**config.mk**
```make
export PLATFORM = sky130hd
export DESIGN_NAME = mem_test_top
export DESIGN_NICKNAME = d
export VERILOG_FILES = /design/src/hw/mem_pkg.sv /design/src/hw/mem_tx_queue.sv /design/src/hw/mem_drv.sv /design/src/hw/mem_addr_gen.sv /design/src/hw/mem_rsp_check.sv /design/src/hw/mem_test_ctrl.sv /design/src/hw/mem_test_top.sv
export SDC_FILE = /design/constraint.sdc
export NUM_CORES = 1
export LEC_CHECK = 0
export BUFFER_PORTS_ARGS = -buffer_cell sky130_fd_sc_hd__buf_4
export CAP_MARGIN = 10
export CORE_MARGIN = 3
export CORE_UTILIZATION = 55
export CTS_CLUSTER_DIAMETER = 50
export CTS_CLUSTER_SIZE = 24
export DETAILED_ROUTE_END_ITERATION = 8
export GPL_ROUTABILITY_DRIVEN = 0
export PLACE_DENSITY = 0.73
export SETUP_SLACK_MARGIN = 0.05
export SLEW_MARGIN = 40
export SYNTH_ARGS = -nofsm -noshare
export SYNTH_HDL_FRONTEND = slang
export SYNTH_SLANG_ARGS = --single-unit
```
**constraint.sdc**
```tcl
create_clock -name clk -period 20.1 [get_ports clk]
set_input_delay 4.02 -clock clk [delete_from_list [all_inputs] [get_ports clk]]
set_output_delay 4.02 -clock clk [all_outputs]
set_load 0.1 [all_outputs]
```
**src/hw/mem_pkg.sv**
```systemverilog
`default_nettype none

package mem_pkg;

    // ==============================
    // Widths
    // ==============================

    localparam int LINE_ADDR_W = 32;
    localparam int LINE_DATA_W = 64;
    localparam int REQ_TYPE_W = 2;
    localparam int REQ_HDR_W = REQ_TYPE_W + 2 + LINE_ADDR_W;

    // Virtual cache-line address
    typedef logic [LINE_ADDR_W-1:0] t_line_addr;
    // One line of data, narrowed from the full 512-bit line
    typedef logic [LINE_DATA_W-1:0] t_line_data;
    typedef logic [REQ_TYPE_W-1:0]  t_req_type;
    typedef logic [REQ_HDR_W-1:0]   t_req_hdr;
    // Lines in one run and acks completed in one cycle
    typedef logic [7:0]             t_line_count;
    typedef logic [1:0]             t_ack_count;

    // Request type codes
    localparam t_req_type REQ_RDLINE_S = 2'd0;
    localparam t_req_type REQ_RDLINE_I = 2'd1;
    localparam t_req_type REQ_WRLINE_M = 2'd2;
    localparam t_req_type REQ_WRLINE_I = 2'd3;

    // Header layout, type in the top bits and the address at the bottom
    localparam int HDR_TYPE_MSB = REQ_HDR_W - 1;
    localparam int HDR_TYPE_LSB = REQ_HDR_W - REQ_TYPE_W;
    localparam int HDR_ORDER_BIT = LINE_ADDR_W + 1;
    localparam int HDR_VADDR_BIT = LINE_ADDR_W;

    // Default request queue geometry
    localparam int QUEUE_DEPTH = 8;
    localparam int ALM_FULL_SLACK = 2;

    // Builds a request header; addresses are always virtual here
    function automatic t_req_hdr gen_req_hdr(input t_req_type rtype,
                                             input logic check_order,
                                             input t_line_addr addr);
        t_req_hdr hdr;
        hdr = '0;
        hdr[HDR_TYPE_MSB:HDR_TYPE_LSB] = rtype;
        hdr[HDR_ORDER_BIT] = check_order;
        hdr[HDR_VADDR_BIT] = 1'b1;
        hdr[LINE_ADDR_W-1:0] = addr;
        return hdr;
    endfunction

    // Expected content of a line, its address followed by the inverse
    function automatic t_line_data line_pattern(input t_line_addr addr);
        return {addr, ~addr};
    endfunction

endpackage

`default_nettype wire

```
**src/hw/mem_tx_queue.sv**
```systemverilog
`timescale 1ns/10ps
`default_nettype none

module mem_tx_queue
#(
    parameter int DEPTH = 8,
    parameter int SLACK = 2
)
(
    input  logic                clk,
    input  logic                reset_n,
    input  logic                push,
    input  mem_pkg::t_req_hdr   push_hdr,
    input  mem_pkg::t_line_data push_data,
    input  logic                plat_alm_full,
    output logic                alm_full,
    output logic                tx_valid,
    output mem_pkg::t_req_hdr   tx_hdr,
    output mem_pkg::t_line_data tx_data
);
    import mem_pkg::*;

    localparam int PTR_W = (DEPTH > 1) ? $clog2(DEPTH) : 1;
    localparam int CNT_W = $clog2(DEPTH + 1);

    t_req_hdr         hdr_mem [DEPTH];
    t_line_data       data_mem [DEPTH];
    logic [PTR_W-1:0] wr_ptr;
    logic [PTR_W-1:0] rd_ptr;
    logic [CNT_W-1:0] count;
    logic             pop;

    // Pointers wrap explicitly so that DEPTH need not be a power of two
    function automatic logic [PTR_W-1:0] next_ptr(input logic [PTR_W-1:0] ptr);
        return (ptr == PTR_W'(DEPTH - 1)) ? '0 : ptr + 1'b1;
    endfunction

    // One entry leaves per cycle unless the platform is stalling us
    assign pop = (count != '0) && !plat_alm_full;

    // Ready drops early enough to absorb requests already in flight
    assign alm_full = (count >= CNT_W'(DEPTH - SLACK));

    always_ff @(posedge clk)
    begin
        if (push)
        begin
            hdr_mem[wr_ptr] <= push_hdr;
            data_mem[wr_ptr] <= push_data;
        end
        // Registered output stage toward the platform
        if (pop)
        begin
            tx_hdr <= hdr_mem[rd_ptr];
            tx_data <= data_mem[rd_ptr];
        end
    end

    always_ff @(posedge clk)
    begin
        if (!reset_n)
        begin
            wr_ptr <= '0;
            rd_ptr <= '0;
            count <= '0;
            tx_valid <= 1'b0;
        end
        else
        begin
            tx_valid <= pop;
            if (push)
                wr_ptr <= next_ptr(wr_ptr);
            if (pop)
                rd_ptr <= next_ptr(rd_ptr);
            count <= count + CNT_W'(push) - CNT_W'(pop);
        end
    end

    // The client must have honored alm_full, so a full queue never takes a push
    assert property (@(posedge clk) disable iff (!reset_n)
                     push |-> (count != CNT_W'(DEPTH)) || pop)
        else $error("mem_tx_queue: push into a full queue");

endmodule

`default_nettype wire

```
**src/hw/mem_drv.sv**
```systemverilog
`timescale 1ns/10ps
`default_nettype none

module mem_drv
(
    input  logic                 clk,
    input  logic                 reset_n,

    // ==============================
    // Client read side
    // ==============================
    input  mem_pkg::t_line_addr  mem_read_req_addr,
    // Use the platform cache when set
    input  logic                 mem_read_req_cached,
    // Keep loads and stores to one address in order
    input  logic                 mem_read_req_check_order,
    input  logic                 mem_read_req_enable,
    output logic                 mem_read_req_rdy,
    output mem_pkg::t_line_data  mem_read_rsp_data,
    output logic                 mem_read_rsp_rdy,

    // ==============================
    // Client write side
    // ==============================
    input  mem_pkg::t_line_addr  mem_write_addr,
    input  mem_pkg::t_line_data  mem_write_data,
    input  logic                 mem_write_req_cached,
    input  logic                 mem_write_req_check_order,
    input  logic                 mem_write_enable,
    output logic                 mem_write_rdy,
    // Writes completed this cycle, up to one per response channel
    output mem_pkg::t_ack_count  mem_write_ack,

    // Request queues
    output logic                 rd_push,
    output mem_pkg::t_req_hdr    rd_hdr,
    input  logic                 rd_alm_full,
    output logic                 wr_push,
    output mem_pkg::t_req_hdr    wr_hdr,
    output mem_pkg::t_line_data  wr_data,
    input  logic                 wr_alm_full,

    // Platform responses
    input  logic                 c0_rx_rd_valid,
    input  mem_pkg::t_line_data  c0_rx_data,
    input  logic                 c0_rx_wr_valid,
    input  logic                 c1_rx_wr_valid
);
    import mem_pkg::*;

    // Read requests go to channel 0 with a shared or invalid line type
    assign rd_push = mem_read_req_enable;
    assign rd_hdr = gen_req_hdr(mem_read_req_cached ? REQ_RDLINE_S : REQ_RDLINE_I,
                                mem_read_req_check_order,
                                mem_read_req_addr);
    assign mem_read_req_rdy = !rd_alm_full;

    // Responses arrive in request order, so they pass straight through
    assign mem_read_rsp_data = c0_rx_data;
    assign mem_read_rsp_rdy = c0_rx_rd_valid;

    // Write requests go to channel 1 together with their data
    assign wr_push = mem_write_enable;
    assign wr_hdr = gen_req_hdr(mem_write_req_cached ? REQ_WRLINE_M : REQ_WRLINE_I,
                                mem_write_req_check_order,
                                mem_write_addr);
    assign wr_data = mem_write_data;
    assign mem_write_rdy = !wr_alm_full;

    // Either response channel may carry a write ack, both in the same cycle
    assign mem_write_ack = t_ack_count'(c0_rx_wr_valid) + t_ack_count'(c1_rx_wr_valid);

    // The sequencer must wait for ready before it strobes a request
    assert property (@(posedge clk) disable iff (!reset_n)
                     mem_read_req_enable |-> mem_read_req_rdy)
        else $error("mem_drv: read request while not ready");

    assert property (@(posedge clk) disable iff (!reset_n)
                     mem_write_enable |-> mem_write_rdy)
        else $error("mem_drv: write request while not ready");

endmodule

`default_nettype wire

```
**src/hw/mem_addr_gen.sv**
```systemverilog
`timescale 1ns/10ps
`default_nettype none

module mem_addr_gen
(
    input  logic                clk,
    input  logic                reset_n,
    input  mem_pkg::t_line_addr base_addr,
    // Reload the first line of the range
    input  logic                addr_restart,
    // Advance to the next line after a request was accepted
    input  logic                addr_step,
    output mem_pkg::t_line_addr line_addr,
    output mem_pkg::t_line_data line_data
);
    import mem_pkg::*;

    // Same counter serves the write phase and then the read phase
    always_ff @(posedge clk)
    begin
        if (!reset_n)
        begin
            line_addr <= '0;
        end
        else if (addr_restart)
        begin
            line_addr <= base_addr;
        end
        else if (addr_step)
        begin
            line_addr <= line_addr + 1'b1;
        end
    end

    // Write data follows the address with no extra latency
    assign line_data = line_pattern(line_addr);

endmodule

`default_nettype wire

```
**src/hw/mem_rsp_check.sv**
```systemverilog
`timescale 1ns/10ps
`default_nettype none

module mem_rsp_check
(
    input  logic                 clk,
    input  logic                 reset_n,
    input  mem_pkg::t_line_addr  base_addr,
    input  logic                 addr_restart,
    input  logic                 rsp_valid,
    input  mem_pkg::t_line_data  rsp_data,
    output mem_pkg::t_line_count rsp_count,
    output mem_pkg::t_line_count err_count
);
    import mem_pkg::*;

    // Address of the line the next response belongs to
    t_line_addr exp_addr;
    logic       mismatch;

    // Responses come back in request order, so a plain counter tracks them
    assign mismatch = (rsp_data != line_pattern(exp_addr));

    always_ff @(posedge clk)
    begin
        if (!reset_n)
        begin
            exp_addr <= '0;
            rsp_count <= '0;
            err_count <= '0;
        end
        else if (addr_restart)
        begin
            // A new phase starts counting from the base of the range
            exp_addr <= base_addr;
            rsp_count <= '0;
            err_count <= '0;
        end
        else if (rsp_valid)
        begin
            exp_addr <= exp_addr + 1'b1;
            rsp_count <= rsp_count + 1'b1;
            if (mismatch)
                err_count <= err_count + 1'b1;
        end
    end

endmodule

`default_nettype wire

```
**src/hw/mem_test_ctrl.sv**
```systemverilog
`timescale 1ns/10ps
`default_nettype none

module mem_test_ctrl
(
    input  logic                 clk,
    input  logic                 reset_n,
    input  logic                 start,
    input  mem_pkg::t_line_count num_lines,
    input  logic                 mem_read_req_rdy,
    input  logic                 mem_write_rdy,
    input  mem_pkg::t_ack_count  mem_write_ack,
    input  mem_pkg::t_line_count rsp_count,
    output logic                 mem_read_req_enable,
    output logic                 mem_write_enable,
    output logic                 addr_step,
    output logic                 addr_restart,
    output logic                 done
);
    import mem_pkg::*;

    typedef enum logic [2:0] {IDLE, WRITE, ACK_WAIT, READ, RSP_WAIT, DONE} t_state;

    t_state      state;
    t_state      state_next;
    t_line_count wr_issued;
    t_line_count rd_issued;
    t_line_count ack_total;
    logic        run_start;
    logic        acks_done;

    assign run_start = (state == IDLE) && start;
    assign acks_done = (state == ACK_WAIT) && (ack_total == num_lines);

    // One request per ready cycle until the range is covered
    assign mem_write_enable = (state == WRITE) && mem_write_rdy && (wr_issued != num_lines);
    assign mem_read_req_enable = (state == READ) && mem_read_req_rdy &&
                                 (rd_issued != num_lines);
    assign addr_step = mem_write_enable || mem_read_req_enable;

    // Addresses rewind at the start of the run and again before reading back
    assign addr_restart = run_start || acks_done;
    assign done = (state == DONE);

    // ==============================
    // Phase sequencing
    // ==============================

    always_comb
    begin
        state_next = state;
        case (state)
            IDLE:
                if (start)
                    state_next = WRITE;
            WRITE:
                if (wr_issued == num_lines)
                    state_next = ACK_WAIT;
            ACK_WAIT:
                if (acks_done)
                    state_next = READ;
            READ:
                if (rd_issued == num_lines)
                    state_next = RSP_WAIT;
            // The checker count lags a response by one cycle
            RSP_WAIT:
                if (rsp_count == num_lines)
                    state_next = DONE;
            default:
                state_next = IDLE;
        endcase
    end

    always_ff @(posedge clk)
    begin
        if (!reset_n)
        begin
            state <= IDLE;
            wr_issued <= '0;
            rd_issued <= '0;
            ack_total <= '0;
        end
        else
        begin
            state <= state_next;
            if (run_start)
            begin
                wr_issued <= '0;
                rd_issued <= '0;
                ack_total <= '0;
            end
            else
            begin
                // Acks may already arrive while writes are still going out
                ack_total <= ack_total + t_line_count'(mem_write_ack);
                if (mem_write_enable)
                    wr_issued <= wr_issued + 1'b1;
                if (mem_read_req_enable)
                    rd_issued <= rd_issued + 1'b1;
            end
        end
    end

    // The platform can only acknowledge writes that were actually sent
    assert property (@(posedge clk) disable iff (!reset_n) ack_total <= wr_issued)
        else $error("mem_test_ctrl: more write acks than writes issued");

endmodule

`default_nettype wire

```
**src/hw/mem_test_top.sv**
```systemverilog
`timescale 1ns/10ps
`default_nettype none

module mem_test_top
#(
    parameter int Q_DEPTH = mem_pkg::QUEUE_DEPTH,
    parameter int Q_SLACK = mem_pkg::ALM_FULL_SLACK
)
(
    input  logic                 clk,
    input  logic                 reset_n,
    input  logic                 start,
    input  logic                 cached,
    input  logic                 check_order,
    input  mem_pkg::t_line_addr  base_addr,
    input  mem_pkg::t_line_count num_lines,
    output logic                 done,
    output mem_pkg::t_line_count err_count,

    // Platform request channels
    output logic                 c0_tx_valid,
    output mem_pkg::t_req_hdr    c0_tx_hdr,
    input  logic                 c0_tx_alm_full,
    output logic                 c1_tx_valid,
    output mem_pkg::t_req_hdr    c1_tx_hdr,
    output mem_pkg::t_line_data  c1_tx_data,
    input  logic                 c1_tx_alm_full,

    // Platform response channels
    input  logic                 c0_rx_rd_valid,
    input  mem_pkg::t_line_data  c0_rx_data,
    input  logic                 c0_rx_wr_valid,
    input  logic                 c1_rx_wr_valid
);
    import mem_pkg::*;

    t_line_addr  line_addr;
    t_line_data  line_data;
    t_line_data  mem_read_rsp_data;
    t_ack_count  mem_write_ack;
    t_line_count rsp_count;
    t_req_hdr    rd_hdr;
    t_req_hdr    wr_hdr;
    t_line_data  wr_data;
    logic        mem_read_req_enable;
    logic        mem_read_req_rdy;
    logic        mem_write_enable;
    logic        mem_write_rdy;
    logic        mem_read_rsp_rdy;
    logic        addr_step;
    logic        addr_restart;
    logic        rd_push;
    logic        wr_push;
    logic        rd_alm_full;
    logic        wr_alm_full;

    // ==============================
    // Sequencing and datapath
    // ==============================

    mem_test_ctrl ctrl
    (
        .clk, .reset_n, .start, .num_lines,
        .mem_read_req_rdy, .mem_write_rdy, .mem_write_ack, .rsp_count,
        .mem_read_req_enable, .mem_write_enable, .addr_step, .addr_restart, .done
    );

    mem_addr_gen addr_gen
    (
        .clk, .reset_n, .base_addr, .addr_restart, .addr_step, .line_addr, .line_data
    );

    // Read responses from channel 0 feed the checker
    mem_rsp_check rsp_check
    (
        .clk, .reset_n, .base_addr, .addr_restart,
        .rsp_valid(mem_read_rsp_rdy), .rsp_data(mem_read_rsp_data),
        .rsp_count, .err_count
    );

    // Both phases share one address stream and the same run options
    mem_drv drv
    (
        .clk, .reset_n,
        .mem_read_req_addr(line_addr), .mem_read_req_cached(cached),
        .mem_read_req_check_order(check_order), .mem_read_req_enable,
        .mem_read_req_rdy, .mem_read_rsp_data, .mem_read_rsp_rdy,
        .mem_write_addr(line_addr), .mem_write_data(line_data),
        .mem_write_req_cached(cached), .mem_write_req_check_order(check_order),
        .mem_write_enable, .mem_write_rdy, .mem_write_ack,
        .rd_push, .rd_hdr, .rd_alm_full, .wr_push, .wr_hdr, .wr_data, .wr_alm_full,
        .c0_rx_rd_valid, .c0_rx_data, .c0_rx_wr_valid, .c1_rx_wr_valid
    );

    // ==============================
    // Request queues
    // ==============================

    // Channel 0 carries no payload, so its data path stays at zero
    mem_tx_queue #(.DEPTH(Q_DEPTH), .SLACK(Q_SLACK)) rd_queue
    (
        .clk, .reset_n, .push(rd_push), .push_hdr(rd_hdr), .push_data('0),
        .plat_alm_full(c0_tx_alm_full), .alm_full(rd_alm_full),
        .tx_valid(c0_tx_valid), .tx_hdr(c0_tx_hdr), .tx_data()
    );

    mem_tx_queue #(.DEPTH(Q_DEPTH), .SLACK(Q_SLACK)) wr_queue
    (
        .clk, .reset_n, .push(wr_push), .push_hdr(wr_hdr), .push_data(wr_data),
        .plat_alm_full(c1_tx_alm_full), .alm_full(wr_alm_full),
        .tx_valid(c1_tx_valid), .tx_hdr(c1_tx_hdr), .tx_data(c1_tx_data)
    );

endmodule

`default_nettype wire

```
-- After elaboration in Yosys (flattened, before gate mapping)
Memory sizes are Yosys's and may differ from the RTL's. A register that Yosys moved wholly into a read port is not among the register bits.
Index checks and enable logic that the tools add are counted.
- add/sub/neg operators: 16
- order comparisons: 2
- equality and inequality tests: 21
- mux-type cells: 20
- bitwise gates (word level): 3
- reduce and logical (&&, ||, !) cells: 23
- operators by type and width (kind ; number):
    32-bit two-way mux ; 4
    32-bit by 1-bit adder with 32-bit output (second input constant) ; 2
    64-bit != test ; 1
    32-bit NOT ; 2
    8-bit by 1-bit adder with 8-bit output (second input constant) ; 4
    8-bit equality test ; 4
    3-bit two-way mux ; 9
    3-bit equality test (second input constant) ; 6
    8-bit != test ; 2
    3-bit one-hot mux with 5 select lines ; 1
    3-bit by 1-bit adder with 3-bit output (second input constant) ; 4
    4-bit by 1-bit adder with 4-bit output ; 2
    8-bit by 2-bit adder with 8-bit output ; 1
    4-bit by 3-bit >= comparator with 1-bit output (second input constant) ; 2
    1-bit logical AND ; 8
    4-bit nonzero test ; 2
    4-bit by 1-bit subtractor with 4-bit output ; 2
    3-bit by 2-bit equality test with 1-bit output (second input constant) ; 2
    1-bit two-way mux ; 6
    2-bit != test (second input constant) ; 3
    5-bit AND reduction ; 1
    1-bit zero test ; 4
    2-bit by 1-bit != test with 1-bit output (second input constant) ; 2
    2-bit nonzero test ; 2
    7 further kinds ; 9
- register bits: 201
- memory bits (writable): 1056
- input bits: 114
- memories: 3
- memories (memory ; depth ; bits a word ; read ports ; clocked after memory_dff ; write ports ; RTL line ; source):
    wr_queue.data_mem ; 8 ; 64 ; 1 ; 1 ; 1 ; mem_tx_queue.sv:27 ; t_line_data data_mem [DEPTH];
    rd_queue.hdr_mem ; 8 ; 34 ; 1 ; 1 ; 1 ; mem_tx_queue.sv:26 ; t_req_hdr hdr_mem [DEPTH];
    wr_queue.hdr_mem ; 8 ; 34 ; 1 ; 1 ; 1 ; mem_tx_queue.sv:26 ;

-- Logic depth before layout (Yosys ltp)
- depth in word-level cells: 7
- depth in mapped cells: 12

-- Modules after synthesis
A second synthesis with hierarchy kept.
- cells, all modules: 3753
- area total of the unflattened synthesis: 76159.3 µm²
- by module, submodules not included (module ; times used ; cells each ; area each (µm²) ; sequential area each (µm²)):
    mem_tx_queue (rd_queue) ; 1 ; 1334 ; 33696.1 ; 27246.1
    mem_tx_queue (wr_queue) ; 1 ; 1334 ; 33691.1 ; 27246.1
    mem_rsp_check ; 1 ; 389 ; 3215.6 ; 960.9
    mem_addr_gen ; 1 ; 297 ; 2339.7 ; 640.6
    mem_test_ctrl ; 1 ; 190 ; 1669.1 ; 540.5
    mem_drv ; 1 ; 208 ; 1544.0 ; 0.0
    mem_test_top ; 1 ; 1 ; 3.8 ; 0.0

-- Least setup slack after synthesis
Ideal clock, no wire load.
- kind: input to register
- from: input port num_lines[5]
- to: memory wr_queue.data_mem[3][0] in the netlist's numbering, enable pin
- setup time: 0.585 ns
- arrival: 9.951 ns
- slack: 9.565 ns
- stages: 6
- cells stage by stage: xor2_1 > nor4_1 > a21oi_2 > clkbuf_1 > nand2_1 > nor3b_1
- cells in the longest elaborated chain, start to end: 4
- ends and longest elaborated chain (item ; RTL line ; source):
    start, declared ; mem_test_top.sv:16 ; input mem_pkg::t_line_count num_lines,
    8-bit != test ; mem_test_ctrl.sv:36 ; assign mem_write_enable = (state == WRITE) && mem_write_rdy && (wr_issued != num_lines);
    1-bit logical AND ; mem_test_ctrl.sv:36 ;
    net ctrl.mem_write_enable ; mem_test_ctrl.sv:15 ; output logic mem_write_enable,
    1-bit two-way mux ; mem_tx_queue.sv:46 ; if (push)
    1-bit two-way mux (implied by the code) ; mem_tx_queue.sv:49 ; data_mem[wr_ptr] <= push_data;
    end, declared ; mem_tx_queue.sv:27 ;
The timed path passes the listed nets, and every way through them passes these cells.

-- Worst setup path in the final report
- from: input port num_lines[5]
- to: memory wr_queue.data_mem[3][3] in the netlist's numbering, enable pin
- cells in the longest elaborated chain, start to end: 4
- ends and longest elaborated chain (item ; RTL line):
    8-bit != test ; mem_test_ctrl.sv:36
    1-bit logical AND ; mem_test_ctrl.sv:36
    1-bit two-way mux ; mem_tx_queue.sv:46
    1-bit two-way mux (implied by the code) ; mem_tx_queue.sv:49
No other way between the ends.

==> results.tsv <==
stage	metric	value	unit
synth	ys_seq_elements	1029	
power_and_ir_drop	vdd_drop_max	104	uV
layout	drive_gt1_share	32.5	%
worst_hold_path	min_path_type	reg2reg	
synth	synth_enable_flop_cells	900	
run	max_cap_violations	0	
timing	slew_violations	0	
timing	final_hold_viol_count	0	
drt	top_layer	met4	
timing	fin_crit_sh	32.1	%
synth	synth_top_family_by_area	multiplexers	
global_route	overflow	0	
timing	max_freq	0.155	GHz
synth	synth_mux_area_share	14.1	%
timing	skew	0.0359	ns
drt	post_drt_wl_per_cell	25.3	um
timing	grt_setup_unrepaired	false	
drt	routed_wl	88.3	mm
drt	wl_met2	44.7	mm
drt	routed-via-count	21000	
synth	synthFlopType	edfxtp_1	
placed_design	hpwl	54.3	mm
power_and_ir_drop	power_density	137	nW/um^2
drt	ant_nets	0	
synth	synth_fa_ha_area_share	0.976	%
floorplanning	io_pins	261	
floorplanning	core.rowCount	99	
drt	dr.pass1.iters	5	
synth	synth.avg_cell_area	18.6	um^2
synth	synth_xor_area_share	3.31	%
clock_network	cts_buffers	90	
setup_path	critPathLaunchType	primary input	
placed_design	io_buffer_count	256	
synth	seq_area_frac_synth	72.7	%
global_route	grt_antenna_before_repair	0	
clock_network	h-tree-depth	3	
layout	area_delta_synth_final	15.7	%
drt	wl_met1	36.0	mm
synth	synth-compound-area-share	2.60	%
setup_path	crit_required	20.38	ns
setup_path	cp.buffers_inverters	4	
setup_path	cp_common_cell	buf_4	
status	status	completed	
clock_network	cts_tree	done	
setup_path	cpLargestDelayFamily	buffers and inverters	
layout	final_util	64.4	%
drt	vias_per_cell	6.03	
synth	ys_types	58	
layout	fillCellCount	4813	
floorplanning	start_util	55.7	%
synth	synthArstFlopShare	0	%
synth	syn-instance-count	2195	
timing	fin_crit	6.45	ns
clock_network	cts_buffer_depth	3	
clock_network	root_buffer	clkbuf_16	
synth	syn_area	40700	um^2
timing	worstMarginPinSlew	0.836	ns
drt	first_iter_violations	1722	
timing	tns	0	ns
floorplanning	chipWidth	278	um
timing	relSlewSlack	44.2	%
drt	met3_length	5.87	mm
layout	nets	2592	
setup_path	critPathCaptureType	register	
floorplanning	dieArea	77400	um^2
clock_network	worstSkewPairLatency	0.67	ns
power_and_ir_drop	leakage	15.4	nW
setup_path	crit_path_cell_trace	buf_4, xor2_1, nor4_1, a21oi_4, buf_4, nand2_1, nor3b_2, buf_4, buf_4	
synth	synth-simple-area-share	4.09	%
setup_path	setup.worst_path.class	in2reg	
floorplanning	core	73200	um^2
clock_network	cts_sinks	1029	
clock_network	cts_resized	0	
synth	yosys_warnings	0	
global_route	grt_usage	23.2	%
clock_network	cts_setup_buffers	0	
setup_path	cp.arrival	6.73	ns
setup_path	cpPeakStageDelay	0.66	ns
clock_network	clkTransAtPathRegs	0.07	ns
global_route	grt_pass1_vias	22100	
timing	setup_viol	0	
drt	drc	0	
global_route	grt_max_degree	95	
setup_path	critPathSlowestCell	buf_4	
clock_network	cts_hold_buf	0	
setup_path	crit_fanout	39	
floorplanning	die_y	278	um
global_route	grt_pass1_wl	135	mm
[per-layer routing]
metal / vias to the layer above / track usage, %
li1: 9207 / -
met1: 10900 / 32.2
met2: 790 / 38.8
met3: 125 / 3.94
met4: 0 / 5.98
met5: - / 0
[cell usage in the layout, fill, tap and decap left out, types with 6 or more instances in the layout]
cell type	netlist	final
and3_1	14	14
mux4_2	200	200
dfxtp_1	129	111
a21oi_1	70	70
a211oi_1	6	6
a31oi_1	9	7
o211ai_1	7	7
inv_1	53	53
nor3b_2	0	6
nand2_1	46	45
o22ai_1	11	11
buf_4	38	288
nor4_1	13	11
bufinv_16	0	8
o21ai_0	46	46
inv_8	0	12
dfxtp_2	0	14
ha_1	27	27
o2111ai_1	12	12
inv_6	0	20
nand4_1	43	43
xnor2_1	68	68
and2_1	11	11
and3b_1	12	12
nor3b_1	20	14
clkinv_8	0	14
mux2_2	101	101
diode_2	0	6
or3_1	8	8
clkbuf_16	0	91
inv_12	0	6
edfxtp_1	900	900
nor2_1	67	64
xor2_1	86	86
mux2i_1	12	12
nand3_1	18	18
and4_1	10	10
[worst reg2reg max path, stage by stage (launching register included)]
cell,delay [ns]
dfxtp_1,0.41
nor3b_1,0.35
nand2_1,0.16
a21oi_4,0.18
buf_4,0.42
nand2_1,0.29
nor3b_2,0.23
buf_4,0.46
buf_4,0.67
[registers in the layout (all words and copies together), names as in the netlist, 24 cells and up]
| signal | cells |
|---|---|
| rsp_check.exp_addr | 32 |
| wr_queue.tx_data | 34 |
| addr_gen.line_addr | 32 |
| wr_queue.data_mem | 504 |
| rd_queue.tx_hdr | 34 |
| wr_queue.tx_hdr | 32 |
| rd_queue.hdr_mem | 272 |
| wr_queue.hdr_mem | 24 |
[through the flow]
stage / cell area, um^2 / setup slack (ns) / power (mW) / std cells / hold slack, ns
2_1_floorplan: 40800 / 9.56 / 4.21 / 2197 / 0.495
3_3_place_gp: 43600 / 13.10 / 4.61 / 3309 / 0.456
3_5_place_dp: 43800 / 12.99 / 4.66 / 3315 / 0.472
4_1_cts: 47100 / 13.68 / 6.53 / 3485 / 0.487
5_1_grt: 47100 / 13.56 / 6.71 / 3485 / 0.514
6_report: 47100 / 13.65 / 6.47 / 3491 / 0.486
[cells in the mapped netlist, types with 3 or more instances]
cell type,number,area share (%)
nand3_1,18,0.22
or4_4,3,0.083
mux4_2,200,11
and2_1,11,0.17
nor2_1,67,0.62
inv_1,53,0.49
clkbuf_1,67,0.62
or3_1,8,0.12
and3b_1,12,0.26
buf_2,17,0.21
or3_2,3,0.055
nor3_1,9,0.11
and3_1,14,0.21
nand4_1,43,0.66
a311oi_1,3,0.064
a211oi_1,6,0.11
o21ai_0,46,0.57
o22ai_1,11,0.17
a31oi_1,9,0.14
and4_1,10,0.21
nor4_1,13,0.20
o2111ai_1,12,0.26
nand2b_1,4,0.061
a21oi_1,70,0.86
buf_1,15,0.14
fa_1,3,0.15
nor3b_1,20,0.37
nand3b_1,5,0.092
mux2_2,101,2.8
dfxtp_1,129,6.3
buf_4,38,0.70
edfxtp_1,900,66
ha_1,27,0.83
clkbuf_2,3,0.037
xnor2_1,68,1.5
xor2_1,86,1.8
a21o_1,3,0.055
nor4b_1,3,0.064
mux2i_1,12,0.29
nand2_1,46,0.42
o211ai_1,7,0.13
[final cells by class]
class / instances / area, um^2 / area share (%)
sequential: 1029 / 29600 / 62.9
timing repair buffer: 299 / 2360 / 5.00
multi-input combinational: 974 / 10400 / 22.0
clock buffer: 92 / 2290 / 4.86
tap: 959 / 1200 / 2.55
inverter: 54 / 203 / 0.430
clock inverter: 78 / 1030 / 2.19
antenna: 6 / 15.0 / 0.0319
[logic make-up (layout without fill, tap and decap cells)]
kind of cell	after synthesis	in the layout
flops	1029	1029
mux	313	313
simple gates	297	297
fa+ha+maj	30	30
buf+inv	194	523
compound gates	176	176
xor+xnor	154	154
other cells	2	10
[power by group]
part / switching [mW] / internal (mW) / total (mW)
clock: 0.880 / 1.00 / 1.88
sequential: 0.226 / 2.65 / 2.88
combinational: 1.20 / 0.518 / 1.71
total: 2.30 / 4.17 / 6.47
[worst paths after layout]
kind	depth (start not counted)	from	to	slack, ns
worst max-delay path	9	num_lines[5]	wr_queue.data_mem[3][3]	13.65
worst min-delay path	2	rsp_check.err_count[7]	rsp_check.err_count[7]	0.49
worst max register to register	8	ctrl.state[0]	wr_queue.data_mem[3][3]	16.55
worst min register to register	2	rsp_check.err_count[7]	rsp_check.err_count[7]	0.49
Power figures use the tool's default switching activity.
